<file path="config.mk">
export PLATFORM = sky130hd
export DESIGN_NAME = hex_record_parser
export DESIGN_NICKNAME = d
export VERILOG_FILES = /design/src/common/hex_loader_pkg.sv /design/src/hex_parser/hex_record_parser.sv
export VERILOG_INCLUDE_DIRS = /design/src /design/src/common
export SDC_FILE = /design/constraint.sdc
export NUM_CORES = 1
export LEC_CHECK = 0
export ABC_AREA = 1
export BUFFER_PORTS_ARGS = -buffer_cell sky130_fd_sc_hd__buf_2
export CORE_MARGIN = 5
export CORE_UTILIZATION = 40
export DETAILED_ROUTE_END_ITERATION = 10
export PLACE_DENSITY = 0.59
export RECOVER_POWER = 25
export SLEW_MARGIN = 15
export SYNTH_ARGS = -nofsm -noshare
export SYNTH_HDL_FRONTEND = slang
export SYNTH_SLANG_ARGS = --single-unit
</file>
<file path="constraint.sdc">
create_clock -name clk -period 2 [get_ports clk]
set_input_delay 0.1 -clock clk [delete_from_list [all_inputs] [get_ports clk]]
set_output_delay 0.1 -clock clk [all_outputs]
set_load 0.1 [all_outputs]
</file>
<file path="src/common/hex_loader_settings.svh">
`ifndef HEX_LOADER_SETTINGS_SVH
`define HEX_LOADER_SETTINGS_SVH

`define HL_FIFO_DEPTH 8 // also the sender's starting credits

`define HL_MAX_REC_LEN 32 // largest data count per record

`define HL_MEM_AW 10 // low address bits kept by the load memory

`endif

</file>
<file path="src/common/hex_loader_pkg.sv">
package hex_loader_pkg;

	typedef logic [7:0] hl_byte_t;
	typedef logic [15:0] hl_addr_t;
	typedef logic [3:0] hl_nibble_t;

	typedef enum logic [2:0] {
		SYM_HEX,
		SYM_COLON,
		SYM_CR,
		SYM_LF,
		SYM_BAD
	} hl_sym_kind_e;

	typedef struct packed {
		hl_sym_kind_e kind;
		hl_nibble_t nib; // only meaningful for SYM_HEX
	} hl_sym_t;

	typedef enum logic [2:0] {
		ERR_OK,
		ERR_BAD_CHAR,
		ERR_ORDER,
		ERR_TYPE,
		ERR_CHECKSUM,
		ERR_TOO_LONG
	} hl_err_e;

	typedef struct packed {
		hl_addr_t addr;
		hl_byte_t data;
	} hl_data_t;

	typedef struct packed {
		hl_err_e err;
		hl_byte_t rtype;
		hl_byte_t count;
	} hl_rec_end_t;

	typedef hl_rec_end_t hl_rec_status_t; // outcome seen outside

endpackage

</file>
<file path="src/hex_parser/hex_record_parser.sv">
`timescale 1ns/1ps
`include "hex_loader_settings.svh"

module hex_record_parser (
	input logic clk,
	input logic i_arst_n,
	input logic i_sym_valid,
	input hex_loader_pkg::hl_sym_t i_sym,
	input logic i_take,
	output logic o_data_valid,
	output hex_loader_pkg::hl_data_t o_data,
	output logic o_end_valid,
	output hex_loader_pkg::hl_rec_end_t o_rec_end
);

	typedef enum logic [3:0] {
		ST_IDLE,
		ST_COUNT,
		ST_ADDR,
		ST_TYPE,
		ST_DATA,
		ST_CSUM,
		ST_CR,
		ST_LF,
		ST_SKIP
	} state_e;

	state_e state;
	logic [1:0] nib_left; // nibbles still due in the field, minus one
	logic [15:0] field;
	logic [15:0] field_nxt;
	hex_loader_pkg::hl_byte_t fbyte;
	hex_loader_pkg::hl_byte_t rec_count;
	hex_loader_pkg::hl_byte_t rec_type;
	hex_loader_pkg::hl_byte_t bytes_left;
	hex_loader_pkg::hl_byte_t data_seen;
	hex_loader_pkg::hl_addr_t rec_addr;
	hex_loader_pkg::hl_sym_kind_e exp_kind;
	hex_loader_pkg::hl_err_e sym_code;
	logic sym_err;
	logic take;
	logic last_nib;
	logic is_colon;

	assign take = i_sym_valid && i_take;
	assign field_nxt = {field[11:0], i_sym.nib};
	assign fbyte = field_nxt[7:0];
	assign last_nib = (nib_left == 2'd0);
	assign is_colon = (i_sym.kind == hex_loader_pkg::SYM_COLON);

	always_comb begin
		case (state)
			ST_IDLE: exp_kind = hex_loader_pkg::SYM_COLON;
			ST_CR: exp_kind = hex_loader_pkg::SYM_CR;
			ST_LF: exp_kind = hex_loader_pkg::SYM_LF;
			default: exp_kind = hex_loader_pkg::SYM_HEX;
		endcase
		sym_err = 1'b0;
		sym_code = hex_loader_pkg::ERR_ORDER;
		if (state != ST_SKIP) begin
			if (i_sym.kind == hex_loader_pkg::SYM_BAD) begin
				sym_err = 1'b1;
				sym_code = hex_loader_pkg::ERR_BAD_CHAR;
			end else if (i_sym.kind != exp_kind) begin
				sym_err = 1'b1;
			end
		end
	end

	always_ff @(posedge clk or negedge i_arst_n) begin
		if (!i_arst_n) begin
			state <= ST_IDLE;
			nib_left <= '0;
			field <= '0;
			rec_count <= '0;
			rec_type <= '0;
			rec_addr <= '0;
			bytes_left <= '0;
			data_seen <= '0;
			o_data_valid <= 1'b0;
			o_data <= '0;
			o_end_valid <= 1'b0;
			o_rec_end <= '0;
		end else begin
			o_data_valid <= 1'b0;
			o_end_valid <= 1'b0;
			if (o_data_valid)
				data_seen <= data_seen + 8'd1;
			if (take) begin
				if (sym_err) begin
					o_end_valid <= 1'b1;
					o_rec_end <= '{err: sym_code, rtype: rec_type, count: rec_count};
					rec_count <= '0;
					rec_type <= '0;
					state <= ST_SKIP;
				end
				if (is_colon && (sym_err || state == ST_IDLE || state == ST_SKIP)) begin
					state <= ST_COUNT; // a colon always opens a new record
					nib_left <= 2'd1;
					data_seen <= '0;
				end else if (!sym_err && i_sym.kind == hex_loader_pkg::SYM_HEX) begin
					field <= field_nxt;
					nib_left <= nib_left - 2'd1;
					case (state)
						ST_COUNT: if (last_nib) begin
							if (fbyte > 8'(`HL_MAX_REC_LEN)) begin
								o_end_valid <= 1'b1;
								o_rec_end <= '{err: hex_loader_pkg::ERR_TOO_LONG,
									rtype: 8'h00, count: fbyte};
								state <= ST_SKIP;
							end else begin
								rec_count <= fbyte;
								nib_left <= 2'd3;
								state <= ST_ADDR;
							end
						end
						ST_ADDR: if (last_nib) begin
							rec_addr <= field_nxt;
							nib_left <= 2'd1;
							state <= ST_TYPE;
						end
						ST_TYPE: if (last_nib) begin
							nib_left <= 2'd1;
							if (fbyte > 8'h01) begin // only 00 and 01 are applied
								o_end_valid <= 1'b1;
								o_rec_end <= '{err: hex_loader_pkg::ERR_TYPE,
									rtype: fbyte, count: rec_count};
								rec_count <= '0;
								state <= ST_SKIP;
							end else begin
								rec_type <= fbyte;
								bytes_left <= rec_count;
								state <= (rec_count == 8'd0) ? ST_CSUM : ST_DATA;
							end
						end
						ST_DATA: if (last_nib) begin
							if (rec_type == 8'h00) begin
								o_data_valid <= 1'b1;
								o_data <= '{addr: rec_addr, data: fbyte};
							end
							rec_addr <= rec_addr + 16'd1;
							bytes_left <= bytes_left - 8'd1;
							nib_left <= 2'd1;
							if (bytes_left == 8'd1)
								state <= ST_CSUM;
						end
						ST_CSUM: if (last_nib)
							state <= ST_CR; // sum itself is checked elsewhere
						default: ;
					endcase
				end else if (!sym_err) begin
					if (state == ST_CR)
						state <= ST_LF;
					else if (state == ST_LF) begin
						o_end_valid <= 1'b1;
						o_rec_end <= '{err: hex_loader_pkg::ERR_OK,
							rtype: rec_type, count: rec_count};
						rec_count <= '0;
						rec_type <= '0;
						state <= ST_IDLE;
					end
				end
			end
		end
	end

	// payload bytes of one record stay within its count
	a_data_in_count: assert property (@(posedge clk) disable iff (!i_arst_n)
		o_data_valid |-> data_seen < rec_count)
		else $error("parser emitted more bytes than the count");

endmodule

</file>
* Yosys cells after proc, flatten, opt, wreduce, memory -nomap -nowiden
Cells that the tools add are included.
** Storage, ports and cells
- Flip-flop bits (word level) :: 103
- Output and inout bits :: 45
** Operators by class
- $lt $le $gt $ge :: 2
- Equal/unequal tests :: 17
- $add $sub $neg :: 3
- Multiplexer cells :: 84
- Bitwise logic cells :: 1
- Reduce and logical (&&, ||, !) cells :: 20
** Operators with widths (count)
- $mux W19 :: 10
- $mux W8 :: 22
- $mux W4 :: 14
- $pmux W19 S2 :: 1
- $mux W16 :: 2
- $pmux W16 S2 :: 1
- $pmux W8 S2 :: 2
- $mux W1 :: 21
- $pmux W4 S5 :: 1
- $add A16 B1 Y16 const B :: 1
- $eq A4 B3 Y1 const B :: 4
- $logic_not A8 Y1 :: 2
- $mux W2 :: 7
- $reduce_and A6 Y1 :: 2
- $eq A4 B2 Y1 const B :: 2
- $eq A8 B1 Y1 const B :: 1
- $gt A8 B1 Y1 const B :: 1
- $gt A8 B6 Y1 const B :: 1
- $ne A2 B2 Y1 const B :: 4
- $sub A8 B1 Y8 const B :: 1
- $reduce_and A7 Y1 :: 1
- $pmux W2 S3 :: 1
- $reduce_bool A2 Y1 :: 3
- $eq A4 B1 Y1 const B :: 1
- other kinds (18) :: 21

* Logic depth before layout (Yosys ltp)
Gate-level depths: netlist of run 1.
- Depth in word-level cells :: 13
- Gate-level depth with buffers :: 16
- Mapped depth without buffers :: 15

* Worst setup path after synthesis of run 1
OpenSTA, ideal clock, no wires.
- Path type :: register to register
- From :: register nib_left[0]
- To :: register o_rec_end[2] in the netlist's numbering
- Data required time :: 1877 ps
- Path buffers :: 1
- Arrival time :: 2012 ps
- Period minus slack after synthesis :: 2135 ps
- Stages on the path, launching flop included :: 13
- Slack :: -135 ps
- Cell sequence :: dfrtp_1 > inv_1 > ha_1 > clkbuf_1 > inv_1 > nor2_2 > nand2_1 > nand2_1 > nand2_1 > nand2_1 > nor2_1 > o21ai_0 > nand2_1
** Between the ends
- Cells in the longest elaborated chain, start to end :: 5
** RTL lines
- start, declared :: RTL line hex_record_parser.sv:29 : logic [1:0] nib_left;
- start signal, assigned :: RTL line hex_record_parser.sv:103 : nib_left <= nib_left - 2'd1;
- $logic_not A2 Y1 (*) :: RTL line hex_record_parser.sv:48 : assign last_nib = (nib_left == 2'd0);
- $mux W19, on equally long branches :: RTL line hex_record_parser.sv:122, hex_record_parser.sv:105
- $pmux W19 S2 (*) :: RTL line hex_record_parser.sv:104 : case (state)
- $mux W19 (*) :: RTL line hex_record_parser.sv:101 : end else if (!sym_err && i_sym.kind == hex_loader_pkg::SYM_HEX) begin
- $mux W19 (*) :: RTL line hex_record_parser.sv:97 : if (is_colon && (sym_err || state == ST_IDLE || state == ST_SKIP)) begin
- end signal, assigned :: RTL line hex_record_parser.sv:92 : o_rec_end <= '{err: sym_code, rtype: rec_type, count: rec_count};
- end signal, assigned :: RTL line hex_record_parser.sv:108 : o_rec_end <= '{err: hex_loader_pkg::ERR_TOO_LONG,
- end signal, assigned :: RTL line hex_record_parser.sv:126 : o_rec_end <= '{err: hex_loader_pkg::ERR_TYPE,
- end, declared :: RTL line hex_record_parser.sv:13 : output hex_loader_pkg::hl_rec_end_t o_rec_end
Mark *: on every way between the ends. The rest lies on a longest branch, timed or not.
A chain may end at the register's enable or synchronous reset.

* Worst setup path after layout of run 1
- From :: register state[3]
- To :: register bytes_left[7]
** Between the ends
- Cells in the longest elaborated chain, start to end :: 11
** RTL lines
- start, declared :: RTL line hex_record_parser.sv:28 : state_e state;
- start signal, assigned :: RTL line hex_record_parser.sv:133 : state <= (rec_count == 8'd0) ? ST_CSUM : ST_DATA;
- $eq A4 B3 Y1 / $logic_not A4 Y1 (equally long branches) :: RTL line hex_record_parser.sv:52, hex_record_parser.sv:97
- $pmux W2 S3 :: RTL line hex_record_parser.sv:52 : case (state)
- $ne A3 B3 Y1 :: RTL line hex_record_parser.sv:64 : end else if (i_sym.kind != exp_kind) begin
- $mux W1 :: RTL line hex_record_parser.sv:64
- $mux W1 :: RTL line hex_record_parser.sv:61 : if (i_sym.kind == hex_loader_pkg::SYM_BAD) begin
- $mux W1 :: RTL line hex_record_parser.sv:60 : if (state != ST_SKIP) begin
- $logic_or A1 B1 Y1 (2 in a row) :: RTL line hex_record_parser.sv:97
- $logic_and A1 B1 Y1 :: RTL line hex_record_parser.sv:97
- $not A1 Y1 (no line)
- $reduce_and A7 Y1 (no line)
- end signal, assigned :: RTL line hex_record_parser.sv:132 : bytes_left <= rec_count;
- end signal, assigned :: RTL line hex_record_parser.sv:142 : bytes_left <= bytes_left - 8'd1;
- end, declared :: RTL line hex_record_parser.sv:35 : hex_loader_pkg::hl_byte_t bytes_left;
Several ways; a longest one is shown, not always the timed one.

==> qor.csv, run 1 <==
metric,value,unit
status,finished with violations,
violations,negative setup slack,
r2r_start,state[3]$_DFFE_PN0P_,
yosysWarnings,0,
htree_levels,3,
cp.arrival,2.42,ns
hold_viol,0,
netlist_instances,830,
synth_area,5920,µm²
setup_viol,49,
wl_per_cell,16.2,µm
cts.sinks,103,
cp-start-kind,flop,
fp.dieH,132,µm
setup_tns,-2.06,ns
yosys.area_share.simple,30.0,%
min_path_cells,3,
finClkSkew,0.0109,ns
max_slew_margin,4.95,%
grt_pass1_wl,28.6,mm
dr.pass1.iters,5,
drive_gt1_share,23.7,%
antenna_found_initial,0,
gr-total-overflow,0,
cp_data_required_time,2.28,ns
min_path_type,in2reg,
nets,988,
ys_types,38,
post-route-util,53.5,%
ys_async_sr_fraction,100,%
yosys-top-cells-count,"nand2_1 (259), dfrtp_1 (103), inv_1 (95)",
cp_slowest_stage_delay,0.44,ns
yosys.area.top_type,dfrtp_1,
wl,18.9,mm
r2r_slack,-0.13,ns
coreArea,14500,µm²
p_leak,3.96,nW
end_kind,flop,
fin_crit,2.13,ns
synth_adder_area_share,1.06,%
reg2reg_to,bytes_left[7]$_DFFE_PN0P_,
track_usage,20.1,%
maxCapViolations,0,
fmax,0.469,GHz
cts_buffers,9,
avgViaCountPerCell,5.29,
cp_slowest_cell,dfrtp_2,
yosysSeqAreaShare,43.5,%
io_pins,56,
rows,44,
insertedDiodeCount,0,
ys_ff_latch,103,
initial_core_util,40.8,%
cts_tree,done,
io_buffers,55,
yosysMostFrequentCell,nand2_1,
cp_max_fo,8,
fin_crit_sh,107,%
ant_nets,0,
insertion_delay,0.36,ns
synth_compound_area_share,15.6,%
slew_viol_final,0,
grt_pass1_vias,5448,
yosysTopAreaCellShare,43.5,%
synth_xor_area_share,1.33,%
crit_chain,inv_2 -> nand3_1 -> nand2_1 -> nand3_1 -> o21bai_4 -> nand2_8 -> nor2_8 -> inv_4 -> nor3_4 -> clkbuf_16 -> nand2_2 -> o21ai_1,
peakVddDrop,0.401,mV
hold_start,i_sym[1],
hold_end,field[1]$_DFFE_PN0P_,
ys.flop_type,dfrtp_1,
route.detailed.drc,0,
grt_max_degree,104,
syn_nets,846,
clkTransAtPathRegs,0.08,ns
power_density,785,nW/µm²
cts_buffer_depth,2,
rr_worst_depth,12,
rsz0062_at_grt,true,
synthTopCellsByArea,"dfrtp_1 (44%), nand2_1 (16%), o21ai_0 (6.6%)",
place.gp.congestion,0.935,
path_common_cell,nand3_1,
syn_to_final_growth,31.3,%
dpl.hpwl,13.0,mm
die_area,17300,µm²
synth_top_family_by_area,simple AND/OR/NAND/NOR gates,
syn_avg_cell_area,7.14,µm²
drt_iter0_markers,591,
num_vias,6138,
synth_edf_count,0,
synthMuxAreaShare,0,%
tightest_slew,1.43,ns
layout_setup_ws,-0.134,ns
critPathKind,reg2reg,
root_buffer,clkbuf_16,
dieWidth,132,µm
-- registers in the layout, indices dropped and copies added, names as in the netlist --
name / flops
o_data: 24
rec_addr: 16
nib_left: 2
field: 12
o_rec_end: 19
state: 4
bytes_left: 8
o_data_valid: 1
rec_count: 8
rec_type: 8
o_end_valid: 1
-- stage by stage --
stage | std cells | cell area, µm² | hold WS (ns) | total power, mW | setup slack (ns)
6_report | 1161 | 7780 | 0.0300 | 6.11 | -0.134
2_1_floorplan | 830 | 5940 | -0.196 | 3.45 | -0.0135
4_1_cts | 1141 | 7380 | 0.0266 | 6.00 | -0.0419
3_5_place_dp | 1116 | 6920 | 0.215 | 4.05 | -0.0977
3_3_place_gp | 1116 | 6920 | 0.214 | 4.04 | -0.0681
5_1_grt | 1161 | 7780 | 0.0224 | 6.37 | -0.266
-- worst max-delay path: cells and delay by family (launching register included) --
| kind | cells | cell delay [ns] |
|---|---|---|
| buffers and inverters | 3 | 0.38 |
| flip-flops | 1 | 0.44 |
| AO/OA/AOI/OAI | 2 | 0.32 |
| AND/OR/NAND/NOR | 7 | 0.93 |
-- layout by cell type (no fill, tap or decap), drive strengths merged, types with 4 or more instances in the layout --
master  count
xor2        8
o22ai       7
a21boi      5
nor4        5
nand4      20
o21ai     123
nor2       54
o211ai      5
a21oi      17
clkbuf     18
or2         4
inv       105
a31oi       5
buf       149
ha          5
nor3       20
dfrtp     103
nand3      45
nand2     261
nand3b      4
-- what timing repair did --
item                                   4_1_cts  5_1_grt
hold buffers                                 2        0
endpoints found under the hold margin      104        0
resized for setup                           20       66
setup buffers                                7       13
cloned                                       0        7
setup endpoints to repair                   62      102
pin swaps                                    6       11
-- worst max-delay path by stage --
stage                       startpoint                         to  cells after the start
2_1_floorplan     state[1]$_DFFE_PN0P_      o_data[4]$_DFFE_PN0P_                     14
3_3_place_gp   nib_left[0]$_DFFE_PN0P_     o_data[23]$_DFFE_PN0P_                     10
3_5_place_dp   nib_left[0]$_DFFE_PN0P_     o_data[21]$_DFFE_PN0P_                      9
4_1_cts           state[2]$_DFFE_PN0P_  bytes_left[5]$_DFFE_PN0P_                     14
5_1_grt           state[2]$_DFFE_PN0P_  bytes_left[7]$_DFFE_PN0P_                     14
6_report          state[3]$_DFFE_PN0P_  bytes_left[7]$_DFFE_PN0P_                     12
-- kinds of logic after synthesis --
kind of cell	count (synthesis)
buf+inv	130
xor+xnor	9
flops	103
compound gates	170
simple gates	413
fa+ha+maj	5
-- cell type report --
type / instances / area, µm²
fillers: 1429 / 6750
well taps: 184 / 230
flip-flops and latches: 103 / 2580
clock inverters: 4 / 58.8
clock buffers: 12 / 267
repair buffers: 157 / 1200
inverters: 104 / 402
multi-input cells: 597 / 3040
-- routing by layer --
layer	routed length [µm]	vias to the layer above	share of wire (%)	GRT usage, %
li1	-	3003	-	-
met1	8510	2841	45	29.4
met2	8480	248	45	29.7
met3	1250	46	6.6	3.06
met4	620	0	3.3	8.11
met5	0	-	0	0
-- where the power goes --
part | internal (mW) | switching (mW)
combinational | 0.548 | 1.25
clock | 1.09 | 0.837
sequential | 2.24 | 0.133
total | 3.89 | 2.22
Power figures use the tool's default switching activity.
==> run 2: changes to the inputs <==
Settings changed: SETUP_SLACK_MARGIN from default to 0.2.
==> run 2 against run 1 <==
  * The run still ends with negative setup slack left
  * Hold slack gained 0.0052 ns
  * Cell area grew 13%
  * Clock power shrank 3%
  * Routed wire length grew 9.8%
  * Critical path depth is the same
  * Non-clock buffer count grew 23
  * Total power grew 5.5%
  * Count of clock-buffer cells in the layout shrank 3
  * Critical path type unchanged
==> qor.csv, run 2 (synthesized netlist as in run 1, its figures left out) <==
metric,value,unit,change
nets,1011,,+2.3%
insertion_delay,0.37,ns,about the same
min_path_cells,3,,unchanged
maxCapViolations,0,,unchanged
violations,negative setup slack,,
setup_tns,-3.68,ns,-1.61 ns
wl,20.7,mm,+9.8%
p_seq_share,37.3,%,-1.6 points
post-route-util,60.2,%,+6.7 points
cp_slowest_stage_delay,0.46,ns,+0.02 ns
cts.sinks,103,,unchanged
io_buffers,55,,unchanged
num_vias,6428,,+4.7%
critPathKind,reg2reg,,
rr_worst_depth,12,,unchanged
drt_iter0_markers,582,,-1.5%
p_leak,4.40,nW,+11%
clockPowerShare,29.1,%,-2.5 points
cts_buffer_depth,2,,unchanged
layout_commonest_cell,nand2_1,,
tightest_slew,0.896,ns,-0.530 ns
hold_viol,0,,unchanged
root_buffer,clkbuf_16,,
insertedDiodeCount,0,,unchanged
cts_buffers,9,,unchanged
nFillCells,1307,,-8.5%
swShare,38.7,%,+2.4 points
multi_input_area,3610,µm²,+19%
route.detailed.drc,0,,unchanged
mostFrequentLayoutCells,"nand2_1 (190), dfrtp_1 (100), inv_1 (86)",,
dr.pass1.iters,6,,+1
gr-total-overflow,0,,unchanged
cp.arrival,2.36,ns,-0.06 ns
cts_tree,done,,
path_buf_inv,4,,+1
rsz0062_at_grt,true,,
finClkSkew,0.0134,ns,+0.00249 ns
placed_cell_area,6990,µm²,+1.0%
hold_end,field[3]$_DFFE_PN0P_,,
hold_start,i_sym[3],,
layout_setup_ws,-0.115,ns,+0.0189 ns
fmax,0.473,GHz,+0.89%
min_path_type,in2reg,,
intPower,3.94,mW,+1.5%
cp_slowest_cell,dfrtp_2,,
setup_viol,69,,+41%
fp.dieH,132,µm,unchanged
fin_total_pwr,6.44,mW,+5.5%
final_cell_area,8750,µm²,+13%
ant_nets,0,,unchanged
cp_top_family,simple AND/OR/NAND/NOR gates,,
regMostFlops,o_data,,
syn_to_final_growth,47.8,%,
power.switching,2.50,mW,+12%
place.gp.congestion,0.887,,-5.1%
io_pins,56,,unchanged
fin_crit_sh,106,%,-0.94 points
cp_data_required_time,2.25,ns,-0.03 ns
power_density,736,nW/µm²,-6.3%
reg2reg_to,o_data[8]$_DFFE_PN0P_,,
cp-start-kind,flop,,
avgViaCountPerCell,5.43,,+2.7%
dpl.hpwl,13.4,mm,+3.1%
peakVddDrop,0.495,mV,+23%
grt_max_degree,48,,-54%
rows,44,,unchanged
crit_chain,nor2_2 -> inv_1 -> nor3_4 -> o21bai_4 -> nand2_4 -> nor2_8 -> buf_4 -> buf_6 -> nand2_8 -> clkbuf_16 -> nand2_1 -> o21ai_1,,
max_slew_margin,40.3,%,+35 points
r2r_start,state[1]$_DFFE_PN0P_,,
top_regs,"o_data: 24 flops, o_rec_end: 19 flops, rec_addr: 16 flops",,
track_usage,21.6,%,+1.6 points
htree_levels,3,,unchanged
status,finished with violations,,
comb_power_share,33.6,%,+4.2 points
initial_core_util,40.8,%,unchanged
largest_reg_flops,24,,unchanged
r2r_slack,-0.12,ns,+0.02 ns
dieWidth,132,µm,unchanged
wl_per_cell,17.5,µm,+7.7%
drive_gt1_share,36.9,%,+13 points
clkTransAtPathRegs,0.08,ns,about the same
cp_max_fo,8,,unchanged
seq_area,2580,µm²,about the same
coreArea,14500,µm²,unchanged
antenna_found_initial,0,,unchanged
grt_pass1_vias,5799,,+6.4%
whs,0.0353,ns,+0.00522 ns
die_area,17300,µm²,unchanged
fin_crit,2.12,ns,-0.0189 ns
slew_viol_final,0,,unchanged
crit_start,state[1]$_DFFE_PN0P_,,
grt_pass1_wl,30.5,mm,+6.9%
end_kind,flop,,
run 2: power by group through the flow:
stage / clock network, mW / registers (mW) / logic, mW
after floorplan: 0 / 2.78 / 0.697
after global placement: 0 / 2.41 / 1.65
after detailed placement: 0 / 2.42 / 1.65
after CTS: 1.90 / 2.38 / 1.89
after global routing: 1.97 / 2.42 / 2.30
final: 1.88 / 2.40 / 2.16
run 2: what timing repair did:
action	in CTS	in global routing
hold buffers	2	0
resized for setup	130	174
buffers inserted	28	14
endpoints found under the setup margin	102	103
cloned	3	8
pin swaps	30	49
endpoints found under the hold margin	34	0
run 2: area by class of cell:
| type | count | area share [%] |
|---|---|---|
| clock buffer | 9 | 2.57 |
| clock inverter | 7 | 0.872 |
| inverter | 104 | 4.79 |
| multi-input combinational | 597 | 41.2 |
| sequential | 103 | 29.5 |
| tap | 184 | 2.63 |
| timing repair buffer | 180 | 18.5 |
run 2: through the flow:
step | setup WS [ns] | cells
floorplan | 0.0273 | 830
global placement | -0.0723 | 1113
detailed placement | -0.129 | 1113
CTS | -0.0199 | 1162
global route | -0.198 | 1184
finish | -0.115 | 1184
run 2: worst max path at each step:
stage	to	slack, ns	cells past startpoint
after floorplan	bytes_left[6]$_DFFE_PN0P_	0.03	15
after global placement	o_rec_end[5]$_DFFE_PN0P_	-0.07	12
after detailed placement	o_rec_end[3]$_DFFE_PN0P_	-0.13	12
after CTS	o_data[3]$_DFFE_PN0P_	-0.02	13
after global routing	o_data[23]$_DFFE_PN0P_	-0.20	16
final	o_data[8]$_DFFE_PN0P_	-0.12	12
run 2: per-layer routing:
layer	vias to the layer above	track usage, %	routed length, µm
met5	-	0	0
met2	254	33.4	10000
li1	3057	-	-
met4	0	8.46	426
met1	3082	30.4	8870
met3	35	3.56	1370
run 2: worst reg2reg max path: stages (launching register included):
cell and delay [ns]:
dfrtp_2 0.46, nor2_2 0.15, inv_1 0.09, nor3_4 0.20
o21bai_4 0.18, nand2_4 0.11, nor2_8 0.16, buf_4 0.14
buf_6 0.11, nand2_8 0.09, clkbuf_16 0.20, nand2_1 0.06
o21ai_1 0.05
